--- config.mk ---
export PLATFORM = sky130hd
export DESIGN_NAME = rv_sequencer
export DESIGN_NICKNAME = d
export VERILOG_FILES = /design/src/design/rv_mini_pkg.sv /design/src/design/rv_sequencer.sv
export VERILOG_INCLUDE_DIRS = /design/src /design/src/design
export SDC_FILE = /design/constraint.sdc
export NUM_CORES = 1
export LEC_CHECK = 0
export BUFFER_PORTS_ARGS = -buffer_cell sky130_fd_sc_hd__buf_2
export CAP_MARGIN = 20
export CORE_AREA = 2 2 39 41
export CTS_CLUSTER_DIAMETER = 80
export DETAILED_ROUTE_END_ITERATION = 16
export DIE_AREA = 0 0 41 43
export PLACE_DENSITY = 0.59
export SETUP_SLACK_MARGIN = 0.05
export SYNTH_ARGS = -nofsm -noshare
export SYNTH_HDL_FRONTEND = slang
export SYNTH_SLANG_ARGS = --single-unit
--- constraint.sdc ---
create_clock -name clk -period 1.5 [get_ports clk]
set_input_delay 0.3 -clock clk [delete_from_list [all_inputs] [get_ports clk]]
set_output_delay 0.3 -clock clk [all_outputs]
set_load 0.01 [all_outputs]
--- src/design/rv_mini_defines.svh ---
`ifndef RV_MINI_DEFINES_SVH
`define RV_MINI_DEFINES_SVH

// Instruction memory depth as a word address width
`define RV_IMEM_AW 8

// Data memory depth as a word address width
`define RV_DMEM_AW 8

`define RV_RESET_PC 32'h0000_0000

// ECALL is fully fixed, all fields other than opcode are zero
`define RV_ECALL_WORD 32'h0000_0073

`endif

--- src/design/rv_mini_pkg.sv ---
`include "rv_mini_defines.svh"

package rv_mini_pkg;

  typedef logic [31:0] word_t;
  typedef logic [31:0] instr_t;
  typedef logic [4:0] reg_addr_t;
  typedef logic [`RV_IMEM_AW-1:0] imem_addr_t;  // Word index, not byte address

  typedef enum logic [2:0] {
    R_TYPE, I_TYPE, S_TYPE, B_TYPE, U_TYPE, J_TYPE, INVALID_TYPE
  } instr_type_e;

  typedef enum logic [1:0] {
    ALU_ADD, ALU_SUB, ALU_PASS_B, ALU_INVALID
  } alu_op_e;

  typedef enum logic [1:0] {
    BR_NONE, BR_EQ, BR_NE, BR_JAL
  } branch_e;

  typedef enum logic [2:0] {
    S_IDLE, S_FETCH, S_DECODE, S_EXECUTE, S_WRITEBACK, S_HALT
  } core_state_e;

  typedef enum logic [1:0] {
    HALT_NONE, HALT_ECALL, HALT_ILLEGAL, HALT_LIMIT
  } halt_cause_e;

endpackage

--- src/design/rv_sequencer.sv ---
module rv_sequencer (
  input  logic                     clk,
  input  logic                     rst_n,
  input  logic                     start,
  input  logic                     prog_valid,
  input  logic                     illegal,
  input  logic                     is_ecall,
  input  logic                     limit_hit,
  output logic                     prog_ready,
  output logic                     prog_we,
  output logic                     pc_reset,
  output logic                     fetch_en,
  output logic                     decode_en,
  output logic                     execute_en,
  output logic                     writeback_en,
  output logic                     busy,
  output logic                     halted,
  output rv_mini_pkg::halt_cause_e halt_cause
);

  import rv_mini_pkg::*;

  core_state_e state;
  core_state_e state_nxt;
  halt_cause_e cause_nxt;

  always_ff @(posedge clk) begin
    if (!rst_n) begin
      state      <= S_IDLE;
      halt_cause <= HALT_NONE;
    end else begin
      state      <= state_nxt;
      halt_cause <= cause_nxt;
    end
  end

  always_comb begin
    state_nxt = state;
    cause_nxt = halt_cause;
    case (state)
      S_IDLE, S_HALT: begin
        if (start) begin
          state_nxt = S_FETCH;
          cause_nxt = HALT_NONE;  // Fresh run
        end
      end
      S_FETCH:     state_nxt = S_DECODE;
      S_DECODE: begin
        state_nxt = illegal ? S_HALT : S_EXECUTE;
        if (illegal) cause_nxt = HALT_ILLEGAL;
      end
      S_EXECUTE:   state_nxt = S_WRITEBACK;
      S_WRITEBACK: begin
        if (is_ecall) begin
          state_nxt = S_HALT;
          cause_nxt = HALT_ECALL;
        end else if (limit_hit) begin
          state_nxt = S_HALT;
          cause_nxt = HALT_LIMIT;
        end else begin
          state_nxt = S_FETCH;
        end
      end
      default:     state_nxt = S_IDLE;
    endcase
  end

  assign prog_ready   = (state == S_IDLE) || (state == S_HALT);
  assign prog_we      = prog_valid && prog_ready;
  assign pc_reset     = start && prog_ready;
  assign fetch_en     = (state == S_FETCH);
  assign decode_en    = (state == S_DECODE);
  assign execute_en   = (state == S_EXECUTE);
  assign writeback_en = (state == S_WRITEBACK);
  assign halted       = (state == S_HALT);
  assign busy         = !prog_ready;

  a_one_step: assert property (@(posedge clk) disable iff (!rst_n)
    busy |-> $onehot({fetch_en, decode_en, execute_en, writeback_en}));
  // Program memory must not change under a running program
  a_load_idle: assert property (@(posedge clk) disable iff (!rst_n)
    prog_we |-> !(fetch_en || decode_en || execute_en || writeback_en));

endmodule

==> results.md <==
* Global-route usage over all layers at 11.5%
* Crit Path Class: flop to output pin
* H-tree levels at 1
* Placed cells at 82
* Core region area at 1380 sq um
* Die Height at 43 microns
* # DRC at 0
* Fin. Hold Viols at 0
* Met2 WL at 429 microns
* Clk buf depth at 2
* Share of the clock period used by the worst path at 102%
* Root Driver: clkbuf_4
* Fillers at 152
* Post-synth EDFFs at 0
* Max Cap Viol at 0
* F_max at 652 MHz
* CTS Buf Count at 3
* Max layer used: met3
* Final setup vio count at 4
* CP bufs+invs at 2
* Seq pwr share at 35.3%
* Met3 wire length at 43 microns
* Final #Nets at 81
* Combinational share of power at 27.6%
* Violated checks: negative setup slack
* Final wirelength at 900 microns
* Share of cells above drive strength 1 at 54.8%
* NetSw at 116 uW
* Die footprint at 1760 sq um
* Crit path time final at 1.53 ns
* Synthesis warning total at 0
* Hold Path Class: input pin to flop
* Initial antenna violation count at 0
* Reg clk slew, reported paths at 0.04 ns
* DP HPWL at 686 microns
* Vias per inst at 4.67
* Syn Nets at 55
* Routed length per placed instance at 10.1 microns
* Worst vdd ir at 0.403 mV
* Clock skew at 0.000946 ns
* Sw Share at 28.2%
* Power density over the cells at 723 nW/um^2
* Post-Syn Instances at 48
* Critical path's slowest cell: dfxtp_4
* Initial DRC count at 4
* CP Cell Sequence: buf_6 -> xor2_1 -> nor2_2 -> and2_1 -> buf_2
* Initial core utilization at 27.3%
* CP delay by family, top: flip-flops
* Status: finished with violations
* Global-route wire length before repair at 1.41 mm
* Final core occ at 41.0%
* Crit path largest cell delay at 0.36 ns
* CTS tree: yes
* Number of global-route vias before repair at 362
* Area Overhead vs Synth at 50.0%
* Worst Tran Pin Value at 0.301 ns
* RSZ-0062 raised after global routing: yes
* Power share of the clock group at 37.1%
* Synth Area per Inst at 7.87 sq um
* Req. time, crit path at 1.20 ns
* Post-synthesis cell area at 378 sq um
* Antenna cell count at 0
* Chip Width at 41 microns
* I/O Pins at 18
* Remaining global-route overflow at 0
* Routed Antenna Nets at 0
* Startpoint Class: flop
* Row cnt at 14
* Layout Cells excl Fill at 89
* Arr. time, crit path at 1.23 ns
* Distinct cells, synth at 25
* Async S/R FF share, synth at 0%
* Drt pass-1 iters at 4
* Vias at 416
* Synth Register Bits at 5
* Final setup margin at -0.0347 ns
* # port buffers at 17
* Met1 WL at 428 microns
* Final GP Congestion at 0.751
* Hold Buf Count CTS at 0
* Internal power at 294 uW
* Clock Sinks at 5
* Sequential share of the synthesized area at 26.5%
* Largest net degree at the start of global routing at 8
* Fin. max-slew vios at 0
* Clock latency at the later pin of the worst-skew pair at 0.24 ns
* LEAKAGE at 0.284 nW
* Crit. End Element: output pin
* Crit-path max FO at 5
* Slew headroom at 79.8%
* Top_reg_cell synth: dfxtp_1
## what timing repair did
action,CTS,global route
pin swaps,5,8
setup buffers,2,1
setup endpoints to repair,9,8
gates resized for setup,6,6
hold endpoints to repair,0,0
## layout by cell type, fill, tap and decap left out, drive strengths merged
| cell type | count |
|---|---|
| a211oi | 1 |
| a21boi | 1 |
| a21oi | 2 |
| a41o | 1 |
| and2 | 2 |
| buf | 24 |
| clkbuf | 4 |
| dfxtp | 5 |
| inv | 2 |
| mux2i | 1 |
| nand2 | 4 |
| nand2b | 1 |
| nor2 | 10 |
| nor3 | 2 |
| nor3b | 1 |
| o211a | 1 |
| o211ai | 1 |
| o21ai | 2 |
| o21ba | 1 |
| or2 | 1 |
| or2b | 2 |
| or3 | 1 |
| or3b | 1 |
| or4b | 1 |
| xor2 | 1 |
## power groups by stage
stage | clock network (mW) | logic (mW) | registers (mW)
after floorplan | 0 | 0.0716 | 0.144
after global placement | 0 | 0.101 | 0.148
after detailed placement | 0 | 0.102 | 0.148
after CTS | 0.160 | 0.105 | 0.144
after global routing | 0.169 | 0.127 | 0.146
final | 0.152 | 0.113 | 0.145
## worst register-to-register path, cell delays in order (launching register included)
cell     delay (ns)
dfxtp_4        0.36
or3b_2         0.50
a21oi_4        0.17
nor2_1         0.07
a41o_1         0.23
## registers in the layout (all words and copies together) (netlist names)
| register | flops |
|---|---|
| halt_cause | 2 |
| state | 3 |
## through the flow
| step | power [mW] | hold slack, ns | setup WS (ns) | area, sq um | setup TNS, ns |
|---|---|---|---|---|---|
| detailed placement | 0.251 | 0.484 | 0.0130 | 479 | 0 |
| floorplan | 0.216 | 0.409 | 0.0556 | 378 | 0 |
| global placement | 0.250 | 0.484 | 0.0433 | 479 | 0 |
| global route | 0.442 | 0.365 | -0.128 | 567 | -0.395 |
| finish | 0.410 | 0.358 | -0.0347 | 567 | -0.0797 |
| CTS | 0.409 | 0.343 | -0.121 | 534 | -0.314 |
## area by class of cell
cell class                 instances  area (sq um)  area share, %
timing repair buffer              24           145           25.6
sequential                         5           109           19.2
inverter                           2          7.51           1.32
clock buffer                       4          26.3           4.64
multi-input combinational         38           259           45.7
tap                               16          20.0           3.53
## synthesized netlist by cell type (2+ instances only)
cell type,instances,area [sq um]
inv_1,2,7.51
or2b_2,2,17.5
buf_6,3,33.8
o21ai_0,2,10.0
nor3_1,2,10.0
dfxtp_1,5,100
and2_1,2,12.5
nand2_1,4,15.0
nor2_1,10,37.5
## kinds of logic (layout without fill, tap and decap cells)
logic type / Yosys count / count (layout) / synth area share (%)
mux: 1 / 1 / 2.65
xor+xnor: 1 / 1 / 2.32
buf+inv: 5 / 30 / 10.9
compound gates: 10 / 10 / 20.2
flops: 5 / 5 / 26.5
simple gates: 26 / 26 / 37.4
## worst paths after layout
path	endpoint	startpoint	depth (start not counted)	slack, ns
worst max register to register	halt_cause[1]	state[2]	4	0.07
worst max-delay path	pc_reset	state[2]	5	-0.03
worst min register to register	halt_cause[0]	halt_cause[0]	2	0.49
worst min-delay path	state[2]	rst_n	3	0.36
## routing by layer
layer	global-route usage [%]	up-vias
li1	-	213
met1	14.1	192
met2	17.5	11
met3	6.28	0
met4	2.00	0
met5	0	-
No activity file was read; power rests on OpenSTA's default activity.
