==> config.mk <==
export PLATFORM = sky130hd
export DESIGN_NAME = rv_retire_counter
export DESIGN_NICKNAME = d
export VERILOG_FILES = /design/src/design/rv_mini_pkg.sv /design/src/design/rv_retire_counter.sv
export VERILOG_INCLUDE_DIRS = /design/src /design/src/design
export SDC_FILE = /design/constraint.sdc
export NUM_CORES = 1
export LEC_CHECK = 0
export BUFFER_PORTS_ARGS = -buffer_cell sky130_fd_sc_hd__clkbuf_2
export CAP_MARGIN = 10
export CORE_MARGIN = 10
export CORE_UTILIZATION = 55
export DETAILED_ROUTE_END_ITERATION = 6
export PLACE_DENSITY_LB_ADDON = 0.15
export RECOVER_POWER = 100
export SYNTH_ARGS = -nofsm -noshare
export SYNTH_HDL_FRONTEND = slang
export SYNTH_SLANG_ARGS = --single-unit
==> constraint.sdc <==
create_clock -name clk -period 2.57 [get_ports clk]
set_input_delay 0.3855 -clock clk [delete_from_list [all_inputs] [get_ports clk]]
set_output_delay 0.3855 -clock clk [all_outputs]
set_load 0.005 [all_outputs]
==> src/design/rv_mini_defines.svh <==
`ifndef RV_MINI_DEFINES_SVH
`define RV_MINI_DEFINES_SVH

// Instruction memory depth as a word address width
`define RV_IMEM_AW 8

// Data memory depth as a word address width
`define RV_DMEM_AW 8

`define RV_RESET_PC 32'h0000_0000

// ECALL is fully fixed, all fields other than opcode are zero
`define RV_ECALL_WORD 32'h0000_0073

`endif

==> src/design/rv_mini_pkg.sv <==
`include "rv_mini_defines.svh"

package rv_mini_pkg;

  typedef logic [31:0] word_t;
  typedef logic [31:0] instr_t;
  typedef logic [4:0] reg_addr_t;
  typedef logic [`RV_IMEM_AW-1:0] imem_addr_t;  // Word index, not byte address

  typedef enum logic [2:0] {
    R_TYPE, I_TYPE, S_TYPE, B_TYPE, U_TYPE, J_TYPE, INVALID_TYPE
  } instr_type_e;

  typedef enum logic [1:0] {
    ALU_ADD, ALU_SUB, ALU_PASS_B, ALU_INVALID
  } alu_op_e;

  typedef enum logic [1:0] {
    BR_NONE, BR_EQ, BR_NE, BR_JAL
  } branch_e;

  typedef enum logic [2:0] {
    S_IDLE, S_FETCH, S_DECODE, S_EXECUTE, S_WRITEBACK, S_HALT
  } core_state_e;

  typedef enum logic [1:0] {
    HALT_NONE, HALT_ECALL, HALT_ILLEGAL, HALT_LIMIT
  } halt_cause_e;

endpackage

==> src/design/rv_retire_counter.sv <==
module rv_retire_counter (
  input  logic               clk,
  input  logic               rst_n,
  input  logic               start,
  input  logic               retire,
  input  rv_mini_pkg::word_t step_limit,
  output rv_mini_pkg::word_t retired,
  output logic               limit_hit
);

  import rv_mini_pkg::*;

  word_t limit;
  word_t retired_inc;

  assign retired_inc = retired + 32'd1;

  always_ff @(posedge clk) begin
    if (!rst_n) begin
      retired <= '0;
      limit   <= '0;
    end else if (start) begin
      retired <= '0;
      limit   <= step_limit;  // Held for the whole run
    end else if (retire) begin
      retired <= retired_inc;
    end
  end

  // Zero limit means run until ECALL or illegal
  assign limit_hit = (limit != '0) && (retired_inc == limit);

endmodule

==> results of run 1 <==
## timing repair
action                     4_1_cts  5_1_grt
setup buffers                    0        1
resized for setup               10       19
pin swaps                        8        8
setup endpoints to repair        1        1
## per-layer routing
layer | vias up | wire (um)
li1 | 1722 | -
met1 | 1680 | 5000
met2 | 134 | 4900
met3 | 25 | 855
met4 | 0 | 237
met5 | - | 0
## flip-flops by register name, summed over array words and instances (netlist names)
name	flops
limit	32
retired	32
## critical path: cells and delay by family (launching register included)
family                 cells  cell delay, ns
and+or+nand+nor            5            1.02
buffers and inverters      2            0.23
DFF                        1            0.38
muxes                      2            0.55
## worst paths after layout
check,end
worst min-delay path,limit[20]
worst max-delay path,limit_hit
worst min register to register,retired[1]
worst max register to register,retired[31]
## Yosys cell counts, types with 2 or more instances
| cell type | number | area share (%) |
|---|---|---|
| a21oi_1 | 6 | 0.80 |
| and2_1 | 4 | 0.67 |
| and3_1 | 7 | 1.2 |
| and4_1 | 3 | 0.70 |
| buf_1 | 4 | 0.40 |
| buf_2 | 2 | 0.27 |
| buf_4 | 3 | 0.60 |
| buf_6 | 2 | 0.60 |
| clkbuf_1 | 14 | 1.4 |
| dfxtp_1 | 64 | 34 |
| inv_1 | 4 | 0.40 |
| mux2i_1 | 35 | 9.3 |
| nand2_1 | 23 | 2.3 |
| nand3_1 | 18 | 2.4 |
| nand3_2 | 2 | 0.53 |
| nand3b_1 | 2 | 0.40 |
| nand4_1 | 23 | 3.8 |
| nand4_4 | 2 | 1.1 |
| nor2_1 | 44 | 4.4 |
| nor2_2 | 2 | 0.33 |
| nor2b_1 | 33 | 5.5 |
| nor3_1 | 7 | 0.93 |
| nor4_1 | 12 | 2.0 |
| nor4_4 | 2 | 1.1 |
| o211ai_1 | 2 | 0.40 |
| o21ai_0 | 6 | 0.80 |
| or3_1 | 5 | 0.83 |
| xnor2_1 | 45 | 10 |
| xor2_1 | 31 | 7.2 |
## metrics by stage
step | instance area [um2] | total power, W | TNS [ns] | setup slack [ns] | cells
final | 4830 | 0.00220 | -0.335 | -0.335 | 627
after global routing | 4830 | 0.00229 | -0.452 | -0.452 | 627
after CTS | 4760 | 0.00221 | -0.368 | -0.368 | 626
after detailed placement | 4520 | 0.00130 | -0.0916 | -0.0916 | 610
after global placement | 4520 | 0.00130 | -0.0240 | -0.0240 | 610
after floorplan | 3760 | 0.00122 | 0 | 0.145 | 428
## final cells by class
cell class | instances | area, um2
Sequential cell | 64 | 1300
Fill cell | 570 | 1890
Multi-Input combinational cell | 335 | 2430
Clock inverter | 6 | 67.6
Timing Repair Buffer | 128 | 778
Inverter | 4 | 15.0
Clock buffer | 10 | 138
Tap cell | 80 | 100
## power groups by stage
stage | Combinational [W] | Clock (W) | Sequential, W
4_1_cts | 0.000224 | 0.000927 | 0.00106
3_5_place_dp | 0.000219 | 0 | 0.00108
5_1_grt | 0.000252 | 0.000972 | 0.00106
6_report | 0.000229 | 0.000914 | 0.00106
3_3_place_gp | 0.000215 | 0 | 0.00108
2_1_floorplan | 0.000151 | 0 | 0.00107
## kinds of logic (layout without fill, tap and decap cells)
kind of cell,Yosys count,count (layout),synth area share (%)
flip-flops,64,64,34.1
AND/OR/NAND/NOR,196,196,29.7
buffers and inverters,29,148,3.66
adder cells (fa/ha/maj),1,1,0.333
multiplexers,36,36,9.61
XOR/XNOR,76,76,17.7
AO/OA/AOI/OAI,26,26,4.89
==> run summary, run 1 <==
Status: finished, violations left
Failing checks: negative setup slack
Reg clk slew, reported paths: 0.07 ns
Via count: 3561
Die ar.: 10500 um2
Crit end category: output port
Flop2flop setup slack: 0.52 ns
Fin. Hold Viols: 0
Remaining Overflow, GRT: 0
Fmax: 344 MHz
Worst-skew pair later-pin latency: 0.36 ns
Clock Tree Root: clkbuf_8
Fin Hold WS: 0.289 ns
GR Util met3: 5.50%
Most frequent cells in the layout: clkbuf_2 (63), dfxtp_1 (57), buf_4 (54)
Clock share of power: 41.5%
Global-route wire length before repair: 18100 um
Main synth FF type: dfxtp_1
CP peak stage delay: 0.38 ns
Slew Viols, Final: 0
Final RePlAce weighted congestion: 0.970
PortBufs: 68
M1 GR Usage: 28.5%
Worst path arrival time: 2.52 ns
Cell variety after synth: 50
Initial antenna violation count: 0
Core ar.: 6720 um2
Sequential share of power: 48.1%
Clock Sink Count: 64
Met2 GRT Util: 33.5%
Diode count: 0
Hold Buf Count CTS: 0
Detailed Routing Iterations Pass 1: 5
Largest net degree at the start of global routing: 34
RSZ-0062 raised after global routing: true
Share of layout cells above drive strength 1: 30.9%
P&R area growth vs syn: 28.4%
Comb pwr share: 10.4%
Hold Crit Class: input port to register
GRT Total Usage: 21.8%
Fin crit period: 2.90 ns
R2r startpoint: retired[0]
Wire per inst: 17.5 um
Post-Syn Area: 3760 um2
Die X: 103 um
Commonest non-fill, non-tap cell in the layout: clkbuf_2
Worst path slowest cell: dfxtp_4
Sw Share: 26.6%
I/O Pins: 69
Pint: 0.00162 W
Hold Crit Start: step_limit[20]
Post-layout util: 71.9%
CP Launch Point: retired[0]
Slew Limit Headroom: 21.6%
Final ANT Viol Nets: 0
Final worst slack: -0.335 ns
Worst Tran Pin Value: 1.18 ns
Total routed wirelength: 11000 um
Hold depth: 3
Num CTS Buffers: 9
R2r worst-path depth: 10
Worst vdd ir: 0.000478 V
Number of global-route vias before repair: 3621
Crit path max fanout: 3
H-tree Lvls: 3
Post-synthesis net count: 465
EDFF count, synth: 0
Worst path cell trace: buf_6 -> nand3_4 -> nor4_4 -> mux2_2 -> mux2i_1 -> nand4_1 -> nor4_2 -> and4_1 -> buf_2
Row cnt: 30
Crit share post-route: 113%
Clk buf depth: 2
Initial Util: 56.0%
Drt initial violations: 223
Clk_skew: 0.00954 ns
Leakage: 2.02 nW
Chip height: 103 um
DRC: 0
TritonCTS clock tree: built
Crit start category: register
Finish-stage setup viols: 1
Total power divided by cell area: 456 nW/um2
Seq/Total Area, Yosys: 34.1%
Synth Warn #: 0
Dpl hpwl: 8340 um
Mapped Cells: 428
Worst endpoint required time: 2.18 ns
Nets: 579
Async SR Flop Fraction: 0%
Flops & latches, synth: 64
Max Cap Viol: 0
Syn Area/Cell: 8.79 um2
Vias per cell: 5.68
Switching power: 0.000586 W
GRT Max-Usage Layer: met2
Crit Path Class: register to output port
Power figures use the tool's default switching activity.
==> run 2, diff against run 1 <==
--- a/config.mk
+++ b/config.mk
@@ -11,7 +11,7 @@
 export CORE_MARGIN = 10
 export CORE_UTILIZATION = 55
 export DETAILED_ROUTE_END_ITERATION = 6
-export PLACE_DENSITY_LB_ADDON = 0.15
+export PLACE_DENSITY = 0.8
 export RECOVER_POWER = 100
 export SYNTH_ARGS = -nofsm -noshare
 export SYNTH_HDL_FRONTEND = slang
==> run 2 against run 1 <==
  * The run still ends with negative setup slack left
  * Sequential cell count stayed put
  * Clock-buffer cell count is 1 lower
  * Clock power rose by 6.1%
  * Sequential share of layout area is essentially flat
  * Maximum frequency shrank 1.2%
  * Clock skew rose by 0.0019 ns
  * Highest routed layer unchanged
==> run summary, run 2 (synthesis gave the netlist of run 1 again) <==
Status: finished, violations left
Failing checks: negative setup slack
Leakage: 2.02 nW
Crit end category: output port
Largest net degree at the start of global routing: 34
Fin. Hold Viols: 0
Global-route wire length before repair: 18100 um
Sw Share: 25.2%
Fmax: 340 MHz
Total routed wirelength: 11100 um
Die X: 103 um
Clk buf depth: 2
Wire per inst: 17.6 um
Crit Path Class: register to output port
H-tree Lvls: 3
Finish-stage setup viols: 1
Clock Tree Root: clkbuf_8
Fin Hold WS: 0.291 ns
Share of layout cells above drive strength 1: 30.2%
Layout fillers: 560
Max Cap Viol: 0
Number of global-route vias before repair: 3591
Diode count: 0
GRT Total Usage: 21.7%
Placed cell area: 4520 um2
Worst-skew pair later-pin latency: 0.35 ns
Worst Tran Pin Value: 0.983 ns
Post-Layout Inst Area: 4820 um2
Final ANT Viol Nets: 0
Switching power: 0.000569 W
RSZ-0062 raised after global routing: true
DRC: 0
Hold Buf Count CTS: 0
Crit start category: register
Chip height: 103 um
Sequential share of power: 47.0%
Crit share post-route: 114%
Biggest registers after layout: limit: 32 flops, retired: 32 flops
Tot Pwr: 0.00226 W
Slew Limit Headroom: 34.4%
Num CTS Buffers: 9
Crit path max fanout: 5
Clock Sink Count: 64
Worst vdd ir: 0.000513 V
Initial antenna violation count: 0
Fin crit period: 2.94 ns
Slew Viols, Final: 0
Final RePlAce weighted congestion: 0.977
Commonest non-fill, non-tap cell in the layout: clkbuf_2
Via count: 3633
Remaining Overflow, GRT: 0
TritonCTS clock tree: built
Pre-CTS setup slack: -0.0382 ns
Clk_skew: 0.0114 ns
Die ar.: 10500 um2
I/O Pins: 69
Final worst slack: -0.370 ns
Worst endpoint required time: 2.18 ns
Dpl hpwl: 8530 um
Vias per cell: 5.77
PortBufs: 68
Detailed Routing Iterations Pass 1: 5
Total power divided by cell area: 468 nW/um2
P&R area growth vs syn: 28.1%
Core ar.: 6720 um2
Clock share of power: 43.0%
Hold Crit Class: input port to register
Row cnt: 30
Pint: 0.00169 W
Comb pwr share: 10.0%
Nets: 582
Setup_tns: -0.370 ns
Reg clk slew, reported paths: 0.08 ns
Most frequent cells in the layout: clkbuf_2 (63), dfxtp_1 (57), buf_4 (56)
Initial Util: 56.0%
Worst path arrival time: 2.55 ns
Drt initial violations: 261
[run 2: cell types whose count changed in the layout (fill, tap and decap cells not counted), moves of 2 or more]
cell	change
clkbuf_1	+2
buf_4	+2
dfxtp_2	+2
dfxtp_4	-2
[run 2: cell type report]
class,instances,area [um2],share of cell area [%]
inverter,4,15.0,0.312
multi-input combinational,335,2390,49.7
clock inverter,7,95.1,1.97
tap,80,100,2.08
timing repair buffer,131,797,16.5
sequential,64,1290,26.8
clock buffer,9,124,2.57
[run 2: metal layers]
layer	vias up	wire (um)	GRT usage, %
met5	-	0	0
met4	0	207	7.59
met3	23	863	3.95
met2	163	5190	35.4
met1	1722	4850	28.0
li1	1725	-	-
[run 2: worst max-delay path: stages (launching register included)]
cell	delay, ns
dfxtp_2	0.33
nand4_1	0.21
nor4_4	0.42
buf_4	0.21
nand4_1	0.09
xnor2_1	0.19
o2111ai_1	0.12
nor4_1	0.28
and4_1	0.23
buf_2	0.12
[run 2: path summary, 6_finish.rpt]
| check | startpoint | endpoint | slack (ns) | depth (start not counted) |
|---|---|---|---|---|
| hold reg to reg | limit[27] | limit[27] | 0.57 | 2 |
| hold / removal | step_limit[23] | limit[23] | 0.29 | 3 |
| setup reg to reg | retired[3] | retired[23] | 0.40 | 8 |
| setup / recovery | retired[11] | limit_hit | -0.37 | 9 |
[run 2: through the flow]
stage               cells  utilization [%]
finish                630             71.7
global route          630             71.7
detailed placement    610             67.3
floorplan             428                -
CTS                   628             71.8
global placement      610             67.3
[run 2: power by group through the flow]
stage               sequential, W  combinational, W  clock, W
finish                    0.00106          0.000227  0.000970
global route              0.00106          0.000249   0.00103
CTS                       0.00106          0.000227  0.000981
detailed placement        0.00108          0.000222         0
global placement          0.00108          0.000216         0
floorplan                 0.00107          0.000151         0
[run 2: timing repair]
action                     CTS  global route
pin swaps                    8             9
gates resized for setup     18             3
cloned                       0             0
buffers inserted             2             2
setup endpoints to repair    1             1
==> run 3, diff against run 2 <==
==> constraint.sdc (replaced) <==
create_clock -name clk -period 3.4 [get_ports clk]
set_input_delay 0.51 -clock clk [delete_from_list [all_inputs] [get_ports clk]]
set_output_delay 0.51 -clock clk [all_outputs]
set_load 0.005 [all_outputs]
==> run 3 against run 2 <==
  * The flow finishes with violations (max-capacitance violations, max-slew violations)
  * Register-to-register slack improved by 0.87 ns
  * Clock skew is 0.00075 ns higher
  * Setup slack better by 0.47 ns
  * Worst hold slack improved by 0.13 ns
  * Non-clock buffer count fell by 53
  * Core utilization down 7.4 points
  * Combinational power down 31%
  * Final area decreased by 10%
  * Critical path depth is the same
  * Critical endpoint unchanged
  * Largest power group unchanged
==> run summary, run 3 (synthesis gave the netlist of run 1 again) <==
Initial Util: 56.0%
TritonCTS clock tree: built
Most frequent cells in the layout: dfxtp_1 (58), clkbuf_2 (48), xnor2_1 (45)
Post-layout util: 64.3%
Failing checks: max-capacitance violations, max-slew violations
Total routed wirelength: 10100 um
Via count: 3308
Core ar.: 6720 um2
Biggest registers after layout: limit: 32 flops, retired: 32 flops
Hold Buf Count CTS: 0
Leakage: 1.65 nW
Chip height: 103 um
Tot Pwr: 0.00157 W
Slew Limit Headroom: -0.0513%
Die X: 103 um
Crit end category: output port
Status: finished, violations left
Reg clk slew, reported paths: 0.08 ns
Commonest non-fill, non-tap cell in the layout: dfxtp_1
Finish-stage setup viols: 0
Number of global-route vias before repair: 3162
Total power divided by cell area: 363 nW/um2
Flop2flop setup slack: 1.27 ns
Diode count: 0
Fin cells: 577
Worst Tran Pin Value: 1.50 ns
Worst endpoint required time: 2.89 ns
I/O Pins: 69
Detailed Routing Iterations Pass 1: 5
DRC: 0
Row cnt: 30
Worst vdd ir: 0.000305 V
Num CTS Buffers: 9
Fin. Hold Viols: 0
Largest net degree at the start of global routing: 34
Drt initial violations: 252
Die ar.: 10500 um2
Crit start category: register
Global-route wire length before repair: 16000 um
Final RePlAce weighted congestion: 0.935
Dpl cells: 560
Wire per inst: 17.5 um
Fin crit period: 3.30 ns
Share of layout cells above drive strength 1: 19.1%
Clk buf depth: 2
Worst path arrival time: 2.79 ns
Crit path max fanout: 5
Clock Tree Root: clkbuf_8
Remaining Overflow, GRT: 0
Hold Crit Class: input port to register
Initial antenna violation count: 0
Nets: 529
Max Cap Viol: 1
H-tree Lvls: 3
Vias per cell: 5.73
Dpl hpwl: 7780 um
GRT Total Usage: 19.4%
Clock Sink Count: 64
Slew Viols, Final: 32
Clk_skew: 0.0122 ns
PortBufs: 68
Layout fillers: 606
Fin Hold WS: 0.417 ns
P&R area growth vs syn: 14.9%
Worst-skew pair later-pin latency: 0.35 ns
Crit share post-route: 97.0%
Final ANT Viol Nets: 0
Crit Path Class: register to output port
Fmax: 303 MHz
-- run 3: changes by cell type in the layout (fill, tap and decap cells not counted), moves of 2 or more --
cell        change
clkbuf_1       +16
clkbuf_2       -15
buf_6           -2
clkinvlp_4      +2
buf_4          -51
bufinv_16       -2
-- run 3: worst max-delay path, stage by stage, from the launching register on --
cell and delay [ns]:
dfxtp_1 0.41, ha_2 0.32, xor2_1 0.16, a211oi_1 0.23, nand4b_1 0.14, nor4_2 0.35, nand4_1 0.13, nor4_1 0.35
and4_1 0.25, clkbuf_2 0.12
-- run 3: cell type report --
class / count / area, um2 / share of cell area [%]
clock inverters: 6 / 45.0 / 1.04
repair buffers: 78 / 372 / 8.60
well taps: 80 / 100 / 2.32
flip-flops and latches: 64 / 1290 / 29.8
inverters: 4 / 15.0 / 0.348
clock buffers: 10 / 138 / 3.19
multi-input cells: 335 / 2360 / 54.7
-- run 3: power breakdown --
| group | internal [W] | switching [W] |
|---|---|---|
| combinational | 0.0000822 | 0.0000743 |
| clock | 0.000285 | 0.000322 |
| sequential | 0.000773 | 0.0000320 |
| total | 0.00114 | 0.000428 |
-- run 3: per-stage QoR --
| stage | TNS [ns] | worst slack (ns) | cell area [um2] |
|---|---|---|---|
| 2_1_floorplan | 0 | 0.851 | 3760 |
| 3_3_place_gp | 0 | 0.439 | 4150 |
| 3_5_place_dp | 0 | 0.375 | 4150 |
| 4_1_cts | 0 | 0.0326 | 4330 |
| 5_1_grt | -0.000570 | -0.000570 | 4320 |
| 6_report | 0 | 0.103 | 4320 |
-- run 3: what timing repair did --
action | CTS | global route
endpoints found under the hold margin | 0 | 0
setup buffers | 0 | 1
setup endpoints to repair | 1 | 1
gates resized for setup | 1 | 10
pin swaps | 0 | 2
-- run 3: routing by layer --
layer / up-vias / GRT usage (%) / part of all wire (%)
met3: 13 / 4.69 / 6.9
met2: 114 / 29.4 / 45
met4: 0 / 5.42 / 1.4
met5: - / 0 / 0
li1: 1618 / - / -
met1: 1563 / 26.7 / 47
-- run 3: final timing paths --
kind | start | end | cells after the start
min | step_limit[31] | limit[31] | 3
max | retired[1] | limit_hit | 9
max reg2reg | retired[7] | retired[25] | 7
min reg2reg | limit[5] | limit[5] | 2
